$ cat config.mk
export PLATFORM = sky130hd
export DESIGN_NAME = execute_stage
export DESIGN_NICKNAME = d
export VERILOG_FILES = /design/src/verilog/exe_pkg.sv /design/src/verilog/exe_if.sv /design/src/verilog/fu_alu.sv /design/src/verilog/fu_logic.sv /design/src/verilog/fu_branch.sv /design/src/verilog/fu_mult.sv /design/src/verilog/fu_lsu.sv /design/src/verilog/execute_stage.sv
export SDC_FILE = /design/constraint.sdc
export NUM_CORES = 2
export LEC_CHECK = 0
export BUFFER_PORTS_ARGS = -buffer_cell sky130_fd_sc_hd__buf_2
export CAP_MARGIN = 20
export CORE_MARGIN = 2
export CORE_UTILIZATION = 35
export CTS_BUF_LIST = sky130_fd_sc_hd__clkbuf_16
export DETAILED_ROUTE_END_ITERATION = 7
export PLACE_DENSITY = 0.51
export SYNTH_ARGS = -nofsm -noshare
export SYNTH_HDL_FRONTEND = slang
export SYNTH_SLANG_ARGS = --single-unit
$ cat constraint.sdc
create_clock -name clk_i -period 3.65 [get_ports clk_i]
set_input_delay 0.73 -clock clk_i [delete_from_list [all_inputs] [get_ports clk_i]]
set_output_delay 0.73 -clock clk_i [all_outputs]
set_load 0.005 [all_outputs]
$ cat src/verilog/exe_pkg.sv
package exe_pkg;

  localparam int NUM_FU = 5;

  // defaults for the top level parameter list
  localparam int WORD_SIZE_D  = 32;
  localparam int ROB_ENTRY_D  = 16;
  localparam int SB_ENTRY_D   = 8;
  localparam int REG_NUM_D    = 32;
  localparam int MUL_STAGES_D = 3;

  typedef enum logic [4:0] {
    OP_ADD   = 5'd0,
    OP_SUB   = 5'd1,
    OP_SLT   = 5'd2,
    OP_SLTU  = 5'd3,
    OP_AND   = 5'd4,
    OP_OR    = 5'd5,
    OP_XOR   = 5'd6,
    OP_SLL   = 5'd7,
    OP_SRL   = 5'd8,
    OP_SRA   = 5'd9,
    OP_MUL   = 5'd10,
    OP_MULHU = 5'd11,
    OP_BEQ   = 5'd12,
    OP_BNE   = 5'd13,
    OP_BLT   = 5'd14,
    OP_BGE   = 5'd15,
    OP_JAL   = 5'd16,
    OP_LW    = 5'd17,
    OP_SW    = 5'd18
  } exe_op_e;

  // slot of each unit in the valid and result arrays
  typedef enum logic [2:0] {
    FU_ALU    = 3'd0,
    FU_LOGIC  = 3'd1,
    FU_BRANCH = 3'd2,
    FU_MUL    = 3'd3,
    FU_MEM    = 3'd4
  } fu_e;

endpackage

$ cat src/verilog/exe_if.sv
`timescale 1ns/1ns

interface fu_issue_if import exe_pkg::*; #(
  parameter int WORD_SIZE_P = WORD_SIZE_D,
  parameter int ROB_ENTRY_P = ROB_ENTRY_D,
  parameter int REG_NUM_P   = REG_NUM_D
) ();

  exe_op_e                          opcode;
  logic [WORD_SIZE_P-1:0]           operand1;
  // already muxed between immediate and register data
  logic [WORD_SIZE_P-1:0]           operand2;
  logic [WORD_SIZE_P-1:0]           imm;
  logic [WORD_SIZE_P-1:0]           pc;
  logic [$clog2(ROB_ENTRY_P)-1:0]   rob_dest;
  logic [$clog2(REG_NUM_P)-1:0]     reg_dest;

  modport src (output opcode, operand1, operand2, imm, pc, rob_dest, reg_dest);
  modport fu  (input  opcode, operand1, operand2, imm, pc, rob_dest, reg_dest);

endinterface

interface fu_result_if #(
  parameter int WORD_SIZE_P = 32,
  parameter int ROB_ENTRY_P = 16,
  parameter int REG_NUM_P   = 32
) ();

  // one pulse per completion, no back-pressure
  logic                             v;
  logic [$clog2(ROB_ENTRY_P)-1:0]   rob;
  logic [$clog2(REG_NUM_P)-1:0]     reg_dest;
  logic [WORD_SIZE_P-1:0]           value;

  modport fu   (output v, rob, reg_dest, value);
  modport sink (input  v, rob, reg_dest, value);

endinterface

$ cat src/verilog/fu_alu.sv
`timescale 1ns/1ns

module fu_alu import exe_pkg::*; #(
  parameter int WORD_SIZE_P = WORD_SIZE_D,
  parameter int ROB_ENTRY_P = ROB_ENTRY_D,
  parameter int REG_NUM_P   = REG_NUM_D
) (
  input  logic       clk_i,
  input  logic       arst_n_i,
  input  logic       exe_v_i,
  fu_issue_if.fu     iss_i,
  input  logic       mispredict_i,
  fu_result_if.fu    res_o
);

  logic                             v_q;
  logic [$clog2(ROB_ENTRY_P)-1:0]   rob_q;
  logic [$clog2(REG_NUM_P)-1:0]     reg_q;
  logic [WORD_SIZE_P-1:0]           value_d;
  logic [WORD_SIZE_P-1:0]           value_q;

  always_comb begin
    case (iss_i.opcode)
      OP_SUB:  value_d = iss_i.operand1 - iss_i.operand2;
      OP_SLT:  value_d = WORD_SIZE_P'($signed(iss_i.operand1) < $signed(iss_i.operand2));
      OP_SLTU: value_d = WORD_SIZE_P'(iss_i.operand1 < iss_i.operand2);
      default: value_d = iss_i.operand1 + iss_i.operand2;
    endcase
  end

  always_ff @(posedge clk_i or negedge arst_n_i) begin
    if (!arst_n_i) begin
      v_q <= 1'b0;
    end else begin
      v_q <= exe_v_i & ~mispredict_i;
    end
  end

  always_ff @(posedge clk_i) begin
    if (exe_v_i) begin
      rob_q   <= iss_i.rob_dest;
      reg_q   <= iss_i.reg_dest;
      value_q <= value_d;
    end
  end

  assign res_o.v        = v_q;
  assign res_o.rob      = rob_q;
  assign res_o.reg_dest = reg_q;
  assign res_o.value    = value_q;

  // scheduler must only route arithmetic ops here
  a_alu_opcode: assert property (@(posedge clk_i) disable iff (!arst_n_i)
    exe_v_i |-> iss_i.opcode inside {OP_ADD, OP_SUB, OP_SLT, OP_SLTU});

endmodule

$ cat src/verilog/fu_logic.sv
`timescale 1ns/1ns

module fu_logic import exe_pkg::*; #(
  parameter int WORD_SIZE_P = WORD_SIZE_D,
  parameter int ROB_ENTRY_P = ROB_ENTRY_D,
  parameter int REG_NUM_P   = REG_NUM_D
) (
  input  logic       clk_i,
  input  logic       arst_n_i,
  input  logic       exe_v_i,
  fu_issue_if.fu     iss_i,
  input  logic       mispredict_i,
  fu_result_if.fu    res_o
);

  logic                             v_q;
  logic [$clog2(ROB_ENTRY_P)-1:0]   rob_q;
  logic [$clog2(REG_NUM_P)-1:0]     reg_q;
  logic [WORD_SIZE_P-1:0]           value_d;
  logic [WORD_SIZE_P-1:0]           value_q;
  logic [4:0]                       shamt;

  assign shamt = iss_i.operand2[4:0];

  always_comb begin
    case (iss_i.opcode)
      OP_OR:   value_d = iss_i.operand1 | iss_i.operand2;
      OP_XOR:  value_d = iss_i.operand1 ^ iss_i.operand2;
      OP_SLL:  value_d = iss_i.operand1 << shamt;
      OP_SRL:  value_d = iss_i.operand1 >> shamt;
      OP_SRA:  value_d = $signed(iss_i.operand1) >>> shamt;
      default: value_d = iss_i.operand1 & iss_i.operand2;
    endcase
  end

  always_ff @(posedge clk_i or negedge arst_n_i) begin
    if (!arst_n_i) begin
      v_q <= 1'b0;
    end else begin
      v_q <= exe_v_i & ~mispredict_i;
    end
  end

  always_ff @(posedge clk_i) begin
    if (exe_v_i) begin
      rob_q   <= iss_i.rob_dest;
      reg_q   <= iss_i.reg_dest;
      value_q <= value_d;
    end
  end

  assign res_o.v        = v_q;
  assign res_o.rob      = rob_q;
  assign res_o.reg_dest = reg_q;
  assign res_o.value    = value_q;

endmodule

$ cat src/verilog/fu_branch.sv
`timescale 1ns/1ns

module fu_branch import exe_pkg::*; #(
  parameter int WORD_SIZE_P = WORD_SIZE_D,
  parameter int ROB_ENTRY_P = ROB_ENTRY_D,
  parameter int REG_NUM_P   = REG_NUM_D
) (
  input  logic                    clk_i,
  input  logic                    arst_n_i,
  input  logic                    exe_v_i,
  fu_issue_if.fu                  iss_i,
  input  logic                    mispredict_i,
  fu_result_if.fu                 res_o,
  output logic                    taken_o,
  output logic [WORD_SIZE_P-1:0]  target_o
);

  logic                             v_q;
  logic                             taken_q;
  logic                             taken_d;
  logic [$clog2(ROB_ENTRY_P)-1:0]   rob_q;
  logic [$clog2(REG_NUM_P)-1:0]     reg_q;
  logic [WORD_SIZE_P-1:0]           value_d;
  logic [WORD_SIZE_P-1:0]           value_q;
  logic [WORD_SIZE_P-1:0]           target_q;

  always_comb begin
    taken_d = 1'b0;
    value_d = '0;
    case (iss_i.opcode)
      OP_BEQ: taken_d = (iss_i.operand1 == iss_i.operand2);
      OP_BNE: taken_d = (iss_i.operand1 != iss_i.operand2);
      OP_BLT: taken_d = ($signed(iss_i.operand1) < $signed(iss_i.operand2));
      OP_BGE: taken_d = ($signed(iss_i.operand1) >= $signed(iss_i.operand2));
      OP_JAL: begin
        // link value is the return address
        taken_d = 1'b1;
        value_d = iss_i.pc + WORD_SIZE_P'(4);
      end
      default: taken_d = 1'b0;
    endcase
  end

  always_ff @(posedge clk_i or negedge arst_n_i) begin
    if (!arst_n_i) begin
      v_q     <= 1'b0;
      taken_q <= 1'b0;
    end else begin
      v_q     <= exe_v_i & ~mispredict_i;
      taken_q <= exe_v_i & ~mispredict_i & taken_d;
    end
  end

  always_ff @(posedge clk_i) begin
    if (exe_v_i) begin
      rob_q    <= iss_i.rob_dest;
      reg_q    <= iss_i.reg_dest;
      value_q  <= value_d;
      target_q <= iss_i.pc + iss_i.imm;
    end
  end

  assign res_o.v        = v_q;
  assign res_o.rob      = rob_q;
  assign res_o.reg_dest = reg_q;
  assign res_o.value    = value_q;
  assign taken_o        = taken_q;
  assign target_o       = target_q;

endmodule

$ cat src/verilog/fu_mult.sv
`timescale 1ns/1ns

module fu_mult import exe_pkg::*; #(
  parameter int WORD_SIZE_P  = WORD_SIZE_D,
  parameter int ROB_ENTRY_P  = ROB_ENTRY_D,
  parameter int REG_NUM_P    = REG_NUM_D,
  parameter int MUL_STAGES_P = MUL_STAGES_D
) (
  input  logic       clk_i,
  input  logic       arst_n_i,
  input  logic       exe_v_i,
  fu_issue_if.fu     iss_i,
  input  logic       mispredict_i,
  fu_result_if.fu    res_o
);

  localparam int PW   = 2 * WORD_SIZE_P;
  localparam int LAST = MUL_STAGES_P - 1;

  logic [MUL_STAGES_P-1:0]          v_q;
  logic [MUL_STAGES_P-1:0]          hi_q;
  logic [$clog2(ROB_ENTRY_P)-1:0]   rob_q [MUL_STAGES_P];
  logic [$clog2(REG_NUM_P)-1:0]     reg_q [MUL_STAGES_P];
  logic [PW-1:0]                    prod_q [MUL_STAGES_P];
  logic [PW-1:0]                    prod_d;

  // full unsigned product, low half is the same for signed operands
  assign prod_d = PW'(iss_i.operand1) * PW'(iss_i.operand2);

  always_ff @(posedge clk_i or negedge arst_n_i) begin
    if (!arst_n_i) begin
      v_q <= '0;
    end else if (mispredict_i) begin
      v_q <= '0;
    end else begin
      v_q[0] <= exe_v_i;
      for (int i = 1; i < MUL_STAGES_P; i++) begin
        v_q[i] <= v_q[i-1];
      end
    end
  end

  always_ff @(posedge clk_i) begin
    if (exe_v_i) begin
      hi_q[0]   <= (iss_i.opcode == OP_MULHU);
      rob_q[0]  <= iss_i.rob_dest;
      reg_q[0]  <= iss_i.reg_dest;
      prod_q[0] <= prod_d;
    end
    for (int i = 1; i < MUL_STAGES_P; i++) begin
      hi_q[i]   <= hi_q[i-1];
      rob_q[i]  <= rob_q[i-1];
      reg_q[i]  <= reg_q[i-1];
      prod_q[i] <= prod_q[i-1];
    end
  end

  assign res_o.v        = v_q[LAST];
  assign res_o.rob      = rob_q[LAST];
  assign res_o.reg_dest = reg_q[LAST];
  assign res_o.value    = hi_q[LAST] ? prod_q[LAST][PW-1:WORD_SIZE_P]
                                     : prod_q[LAST][WORD_SIZE_P-1:0];

endmodule

$ cat src/verilog/fu_lsu.sv
`timescale 1ns/1ns

module fu_lsu import exe_pkg::*; #(
  parameter int  WORD_SIZE_P = WORD_SIZE_D,
  parameter int  ROB_ENTRY_P = ROB_ENTRY_D,
  parameter int  SB_ENTRY_P  = SB_ENTRY_D,
  parameter int  REG_NUM_P   = REG_NUM_D,
  localparam int ROB_W       = $clog2(ROB_ENTRY_P),
  localparam int SB_W        = $clog2(SB_ENTRY_P),
  localparam int REG_W       = $clog2(REG_NUM_P)
) (
  input  logic                    clk_i,
  input  logic                    arst_n_i,
  input  logic                    exe_v_i,
  fu_issue_if.fu                  iss_i,
  input  logic [WORD_SIZE_P-1:0]  src2_i,
  input  logic [SB_W-1:0]         sb_dest_i,
  input  logic                    mispredict_i,
  fu_result_if.fu                 res_o,
  output logic                    lsu_sb_v_o,
  output logic [ROB_W-1:0]        lsu_sb_rob_o,
  output logic [SB_W-1:0]         lsu_sb_num_o,
  output logic [WORD_SIZE_P-1:0]  lsu_sb_addr_o,
  output logic [WORD_SIZE_P-1:0]  lsu_sb_data_o,
  output logic [WORD_SIZE_P-1:0]  exe_ld_bypass_addr_o,
  output logic [SB_W-1:0]         exe_ld_bypass_sb_num_o,
  input  logic                    sb_ld_bypass_valid_i,
  input  logic [WORD_SIZE_P-1:0]  sb_ld_bypass_value_i,
  output logic                    lsu_rd_o,
  output logic [WORD_SIZE_P-1:0]  lsu_addr_o,
  input  logic [WORD_SIZE_P-1:0]  mem_data_i
);

  // stage 1
  logic                    st_v_q;
  logic                    ld_v_q;
  logic [WORD_SIZE_P-1:0]  addr_q;
  logic [WORD_SIZE_P-1:0]  data_q;
  logic [ROB_W-1:0]        rob_q;
  logic [REG_W-1:0]        reg_q;
  logic [SB_W-1:0]         sb_q;
  // stage 2, loads only
  logic                    ld2_v_q;
  logic [ROB_W-1:0]        ld2_rob_q;
  logic [REG_W-1:0]        ld2_reg_q;
  logic [WORD_SIZE_P-1:0]  ld2_value_q;

  always_ff @(posedge clk_i or negedge arst_n_i) begin
    if (!arst_n_i) begin
      st_v_q  <= 1'b0;
      ld_v_q  <= 1'b0;
      ld2_v_q <= 1'b0;
    end else begin
      st_v_q  <= exe_v_i & ~mispredict_i & (iss_i.opcode == OP_SW);
      ld_v_q  <= exe_v_i & ~mispredict_i & (iss_i.opcode == OP_LW);
      ld2_v_q <= ld_v_q & ~mispredict_i;
    end
  end

  always_ff @(posedge clk_i) begin
    if (exe_v_i) begin
      addr_q <= iss_i.operand1 + iss_i.imm;
      data_q <= src2_i;
      rob_q  <= iss_i.rob_dest;
      reg_q  <= iss_i.reg_dest;
      sb_q   <= sb_dest_i;
    end
    if (ld_v_q) begin
      ld2_rob_q   <= rob_q;
      ld2_reg_q   <= reg_q;
      // younger store in the buffer wins over memory
      ld2_value_q <= sb_ld_bypass_valid_i ? sb_ld_bypass_value_i : mem_data_i;
    end
  end

  assign lsu_sb_v_o    = st_v_q;
  assign lsu_sb_rob_o  = rob_q;
  assign lsu_sb_num_o  = sb_q;
  assign lsu_sb_addr_o = addr_q;
  assign lsu_sb_data_o = data_q;

  assign lsu_rd_o               = ld_v_q;
  assign lsu_addr_o             = addr_q;
  assign exe_ld_bypass_addr_o   = addr_q;
  assign exe_ld_bypass_sb_num_o = sb_q;

  assign res_o.v        = st_v_q | ld2_v_q;
  assign res_o.rob      = ld2_v_q ? ld2_rob_q : rob_q;
  assign res_o.reg_dest = ld2_v_q ? ld2_reg_q : reg_q;
  assign res_o.value    = ld2_v_q ? ld2_value_q : '0;

  a_strobe_known: assert property (@(posedge clk_i) disable iff (!arst_n_i)
    !$isunknown({lsu_sb_v_o, lsu_rd_o}));

  // a store issued right behind a load would collide on the result port
  a_no_result_clash: assert property (@(posedge clk_i) disable iff (!arst_n_i)
    !(st_v_q && ld2_v_q));

endmodule

$ cat src/verilog/execute_stage.sv
`timescale 1ns/1ns

module execute_stage import exe_pkg::*; #(
  parameter int  WORD_SIZE_P  = WORD_SIZE_D,
  parameter int  ROB_ENTRY_P  = ROB_ENTRY_D,
  parameter int  SB_ENTRY_P   = SB_ENTRY_D,
  parameter int  REG_NUM_P    = REG_NUM_D,
  parameter int  MUL_STAGES_P = MUL_STAGES_D,
  localparam int ROB_W        = $clog2(ROB_ENTRY_P),
  localparam int SB_W         = $clog2(SB_ENTRY_P),
  localparam int REG_W        = $clog2(REG_NUM_P)
) (
  input  logic                                clk_i,
  input  logic                                arst_n_i,
  // issue bus
  input  logic [NUM_FU-1:0]                   issue_v_i,
  input  exe_op_e                             issue_opcode_i,
  input  logic [WORD_SIZE_P-1:0]              issue_src1_i,
  input  logic [WORD_SIZE_P-1:0]              issue_src2_i,
  input  logic [WORD_SIZE_P-1:0]              issue_imm_i,
  input  logic                                issue_use_imm_i,
  input  logic [WORD_SIZE_P-1:0]              issue_pc_i,
  input  logic [ROB_W-1:0]                    issue_rob_dest_i,
  input  logic [REG_W-1:0]                    issue_reg_dest_i,
  input  logic [SB_W-1:0]                     issue_sb_dest_i,
  // results, indexed by fu_e
  output logic [NUM_FU-1:0]                   res_v_o,
  output logic [NUM_FU-1:0][ROB_W-1:0]        res_rob_o,
  output logic [NUM_FU-1:0][REG_W-1:0]        res_reg_o,
  output logic [NUM_FU-1:0][WORD_SIZE_P-1:0]  res_value_o,
  output logic                                br_taken_o,
  output logic [WORD_SIZE_P-1:0]              br_target_o,
  // store buffer
  output logic                                lsu_sb_v_o,
  output logic [ROB_W-1:0]                    lsu_sb_rob_o,
  output logic [SB_W-1:0]                     lsu_sb_num_o,
  output logic [WORD_SIZE_P-1:0]              lsu_sb_addr_o,
  output logic [WORD_SIZE_P-1:0]              lsu_sb_data_o,
  output logic [WORD_SIZE_P-1:0]              exe_ld_bypass_addr_o,
  output logic [SB_W-1:0]                     exe_ld_bypass_sb_num_o,
  input  logic                                sb_ld_bypass_valid_i,
  input  logic [WORD_SIZE_P-1:0]              sb_ld_bypass_value_i,
  // memory
  output logic                                lsu_rd_o,
  output logic [WORD_SIZE_P-1:0]              lsu_addr_o,
  input  logic [WORD_SIZE_P-1:0]              mem_data_i,
  input  logic                                mispredict_i
);

  fu_issue_if #(
    .WORD_SIZE_P(WORD_SIZE_P), .ROB_ENTRY_P(ROB_ENTRY_P), .REG_NUM_P(REG_NUM_P)
  ) iss_if ();

  fu_result_if #(
    .WORD_SIZE_P(WORD_SIZE_P), .ROB_ENTRY_P(ROB_ENTRY_P), .REG_NUM_P(REG_NUM_P)
  ) res_if [NUM_FU] ();

  assign iss_if.opcode   = issue_opcode_i;
  assign iss_if.operand1 = issue_src1_i;
  assign iss_if.operand2 = issue_use_imm_i ? issue_imm_i : issue_src2_i;
  assign iss_if.imm      = issue_imm_i;
  assign iss_if.pc       = issue_pc_i;
  assign iss_if.rob_dest = issue_rob_dest_i;
  assign iss_if.reg_dest = issue_reg_dest_i;

  fu_alu #(
    .WORD_SIZE_P(WORD_SIZE_P), .ROB_ENTRY_P(ROB_ENTRY_P), .REG_NUM_P(REG_NUM_P)
  ) u_alu (
    .clk_i, .arst_n_i, .exe_v_i(issue_v_i[FU_ALU]), .iss_i(iss_if),
    .mispredict_i, .res_o(res_if[FU_ALU])
  );

  fu_logic #(
    .WORD_SIZE_P(WORD_SIZE_P), .ROB_ENTRY_P(ROB_ENTRY_P), .REG_NUM_P(REG_NUM_P)
  ) u_logic (
    .clk_i, .arst_n_i, .exe_v_i(issue_v_i[FU_LOGIC]), .iss_i(iss_if),
    .mispredict_i, .res_o(res_if[FU_LOGIC])
  );

  fu_branch #(
    .WORD_SIZE_P(WORD_SIZE_P), .ROB_ENTRY_P(ROB_ENTRY_P), .REG_NUM_P(REG_NUM_P)
  ) u_branch (
    .clk_i, .arst_n_i, .exe_v_i(issue_v_i[FU_BRANCH]), .iss_i(iss_if),
    .mispredict_i, .res_o(res_if[FU_BRANCH]),
    .taken_o(br_taken_o), .target_o(br_target_o)
  );

  fu_mult #(
    .WORD_SIZE_P(WORD_SIZE_P), .ROB_ENTRY_P(ROB_ENTRY_P), .REG_NUM_P(REG_NUM_P),
    .MUL_STAGES_P(MUL_STAGES_P)
  ) u_mult (
    .clk_i, .arst_n_i, .exe_v_i(issue_v_i[FU_MUL]), .iss_i(iss_if),
    .mispredict_i, .res_o(res_if[FU_MUL])
  );

  // store data is always the register operand
  fu_lsu #(
    .WORD_SIZE_P(WORD_SIZE_P), .ROB_ENTRY_P(ROB_ENTRY_P), .SB_ENTRY_P(SB_ENTRY_P),
    .REG_NUM_P(REG_NUM_P)
  ) u_lsu (
    .clk_i, .arst_n_i, .exe_v_i(issue_v_i[FU_MEM]), .iss_i(iss_if),
    .src2_i(issue_src2_i), .sb_dest_i(issue_sb_dest_i), .mispredict_i,
    .res_o(res_if[FU_MEM]),
    .lsu_sb_v_o, .lsu_sb_rob_o, .lsu_sb_num_o, .lsu_sb_addr_o, .lsu_sb_data_o,
    .exe_ld_bypass_addr_o, .exe_ld_bypass_sb_num_o,
    .sb_ld_bypass_valid_i, .sb_ld_bypass_value_i,
    .lsu_rd_o, .lsu_addr_o, .mem_data_i
  );

  for (genvar i = 0; i < NUM_FU; i++) begin : g_res
    assign res_v_o[i]     = res_if[i].v;
    assign res_rob_o[i]   = res_if[i].rob;
    assign res_reg_o[i]   = res_if[i].reg_dest;
    assign res_value_o[i] = res_if[i].value;
  end

  // single issue bus, one unit per cycle
  a_issue_onehot: assert property (@(posedge clk_i) disable iff (!arst_n_i)
    $onehot0(issue_v_i));

endmodule

==> impl_results.md <==
- Cells after synthesis: 6,219
- Initial Util: 35.33%
- Max frequency: 128.5 MHz
- Global placement routability congestion: 1.015
- Final setup violation count: 85
- Die Span X: 415.3 um
- Starting DRT DRC Count: 4,633
- # IOs: 602
- Synth cell types: 109
- Total Wirelength: 278,500 um
- DP HPWL: 235,100 um
- Layout cells sized above 1: 34.08%
- Largest net degree at the start of global routing: 76
- Most used DFF post-synth: edfxtp_1
- Failing checks: setup timing
- Register area: 13,610 um^2
- Ys Warns: 0
- Area Overhead vs Synth: 35.99%
- Slew @ Worst Pin: 1.023 ns
- WL/cell: 27.38 um
- CTS tree: done
- Slowest stage cell, crit path: fa_2
- Unrepaired setup endpoints after global routing: true
- Post-route clock period utilization: 213.2%
- Worst setup EP type: flip-flop
- Max-slew violation count: 0
- Number of global-route vias before repair: 54,400
- DR DRC count: 0
- Clock Pin Slew Worst Setup and Hold Paths: 0.06 ns
- Hold/Removal Path Class: input port to flip-flop
- Asr flop ratio synth: 1.984%
- Synth Register Bits: 504
- Post-route ant nets: 0
- CP Data Required Time: 4.07 ns
- Final Skew: 0.07249 ns
- Total Routing Usage GR: 31.89%
- Met2 wire len: 129,600 um
- DR pass1 iterations: 6
- Slew margin rel.: 31.82%
- CP Launch Type: input port
- Status: complete, but fails checks
- DR vias: 53,120
- Clock H-tree levels: 2
- Period minus WS final: 7.780 ns
- Filler Cell Count: 16,130
- Highest routed layer: met5
- Die H: 415.3 um
- Met1 WL: 112,900 um
- Max_cap viols: 0
- Post-synth EDFFs: 346
- Syn Nets: 7,766
- Latest clock arrival within the worst-skew pair: 0.69 ns
- Core Box Area: 167,600 um^2
- Hold Fails Final Rpt: 0
- Cell area after placement: 74,550 um^2
- Via density: 5.222
- Clock Path Buffers: 3
- Synth Area per Inst: 9.521 um^2
- First-pass GRT wire length: 394,600 um
- Worst path max stage delay: 0.63 ns
- CTS sink cnt: 504
- Die area: 172,500 um^2
- Post-synthesis sequential area ratio: 22.97%
- CP max FO: 7
- Nets@finish: 9,461
- Fin area: 80,520 um^2
- Gr ovfl total: 0
- Worst path most repeated cell: buf_12
- Setup WS post-layout: -4.130 ns
- CTS buffer count: 57
- Multi-input logic area: 42,640 um^2
- Cell area after synthesis: 59,210 um^2
- Met3 wire len: 18,360 um
- CTS root buffer: clkbuf_16
- CP Class: input port to flip-flop
- # rows: 150
- CP arrival: 8.20 ns
- I/O Buffers: 601
- Initial antenna violation count: 21
[sequential cells by signal (all words and copies together), names as in the netlist, 12 cells and up]
register,cells
u_mult.prod_q,192
u_alu.res_o.value,32
u_branch.res_o.value,32
u_branch.target_o,32
u_logic.res_o.value,32
u_lsu.exe_ld_bypass_addr_o,32
u_lsu.ld2_value_q,32
u_lsu.lsu_sb_data_o,32
u_mult.reg_q,15
u_mult.rob_q,12
[final cells by class]
| class | count | area share, % |
|---|---|---|
| repair buffers | 2027 | 19.57 |
| clock buffers | 58 | 1.802 |
| multi-input cells | 4311 | 52.95 |
| well taps | 2204 | 3.425 |
| inverters | 1013 | 4.808 |
| clock inverters | 50 | 0.5283 |
| flip-flops and latches | 504 | 16.90 |
| diodes | 6 | 0.01865 |
[through the flow]
| stage | cells | setup slack (ns) | util [%] | TNS, ns | hold WS, ns |
|---|---|---|---|---|---|
| 2_1_floorplan | 6219 | -4.496 | - | -226.98 | 0.3096 |
| 3_3_place_gp | 9903 | -5.002 | 44.48 | -320.93 | 0.3106 |
| 3_5_place_dp | 9903 | -5.119 | 44.48 | -323.90 | 0.3121 |
| 4_1_cts | 10110 | -4.053 | 47.23 | -204.68 | 0.1618 |
| 5_1_grt | 10170 | -4.302 | 48.04 | -220.61 | 0.1843 |
| 6_report | 10170 | -4.130 | 48.04 | -209.92 | 0.2087 |
[cells by family after synthesis]
group / count (synthesis) / share of synthesized area [%]
mux: 189 / 3.366
simple gates: 1745 / 12.33
flops: 504 / 22.97
buf+inv: 1404 / 9.536
fa+ha+maj: 1328 / 39.46
compound gates: 903 / 10.18
xor+xnor: 146 / 2.160
[cell usage in the layout (no fill, tap or decap), types with 26 or more instances in the layout]
master        n
nand3_1      61
buf_12      106
xor2_1       45
mux2_2       74
o21bai_1     26
a21oi_1     204
and2_1       45
nor3_1       36
edfxtp_1    346
mux2i_4      26
a21oi_2      34
buf_6        97
ha_1        360
a21o_1       80
dfxtp_1     147
nand2_1     560
nor2_2       29
fa_2         78
nor2b_1      32
clkbuf_16    60
o211ai_1     39
ha_4         56
buf_2       596
nand2b_1     32
xnor2_1      77
nor2_1      783
inv_1       954
fa_1        821
o21ai_0     190
mux2i_1      82
buf_4      1202
inv_2        51
[per-layer routing]
metal	up-vias	global-route usage (%)
met2	2170	51.41
met4	2	16.49
met5	-	0
li1	23300	-
met1	27120	41.31
met3	534	5.171
[critical path: cells and delay by family]
family	cells	cell delay, ns
simple gates	2	0.09
fa+ha+maj	9	4.30
buf+inv	10	1.17
compound gates	6	1.49
mux	1	0.25
xor+xnor	1	0.13
[cells in the mapped netlist (86+ instances only)]
cell type / number / area share [%]
edfxtp_1: 346 / 18
dfxtp_1: 148 / 5.0
o21ai_0: 207 / 1.7
xnor2_1: 92 / 1.4
clkbuf_1: 239 / 1.5
nor2_1: 827 / 5.2
nand2_1: 585 / 3.7
buf_4: 86 / 1.1
a21oi_1: 243 / 2.1
ha_1: 429 / 9.1
mux2i_1: 110 / 1.9
fa_1: 899 / 30
inv_1: 991 / 6.3
[path summary, 6_finish.rpt]
check	cells after the start	slack, ns	startpoint	end
hold / removal	1	0.21	issue_sb_dest_i[0]	u_lsu.exe_ld_bypass_sb_num_o[0]$_DFFE_PP_
hold reg to reg	0	0.32	u_mult.prod_q[0][71]$_DFF_P_	u_mult.prod_q[0][135]$_DFF_P_
min in group asynchronous	2	0.43	arst_n_i	u_mult.v_q[2]$_DFF_PN0_
max in group asynchronous	2	2.99	arst_n_i	u_lsu.lsu_rd_o$_DFF_PN0_
setup reg to reg	1	2.35	u_lsu.lsu_rd_o$_DFF_PN0_	u_lsu.ld2_value_q[24]$_DFFE_PP_
setup / recovery	29	-4.13	issue_use_imm_i	u_mult.prod_q[0][44]$_DFFE_PP_
[repair_timing]
item / in CTS / in global routing
endpoints found under the hold margin: 10 / 0
resized for setup: 407 / 218
setup buffers: 97 / 69
pin swaps: 216 / 163
gates cloned: 6 / 2
hold buffers: 1 / 0
endpoints found under the setup margin: 99 / 93
Power is not shown: default switching activity piles up to over one toggle a cycle in this logic, so the estimate is an artifact.
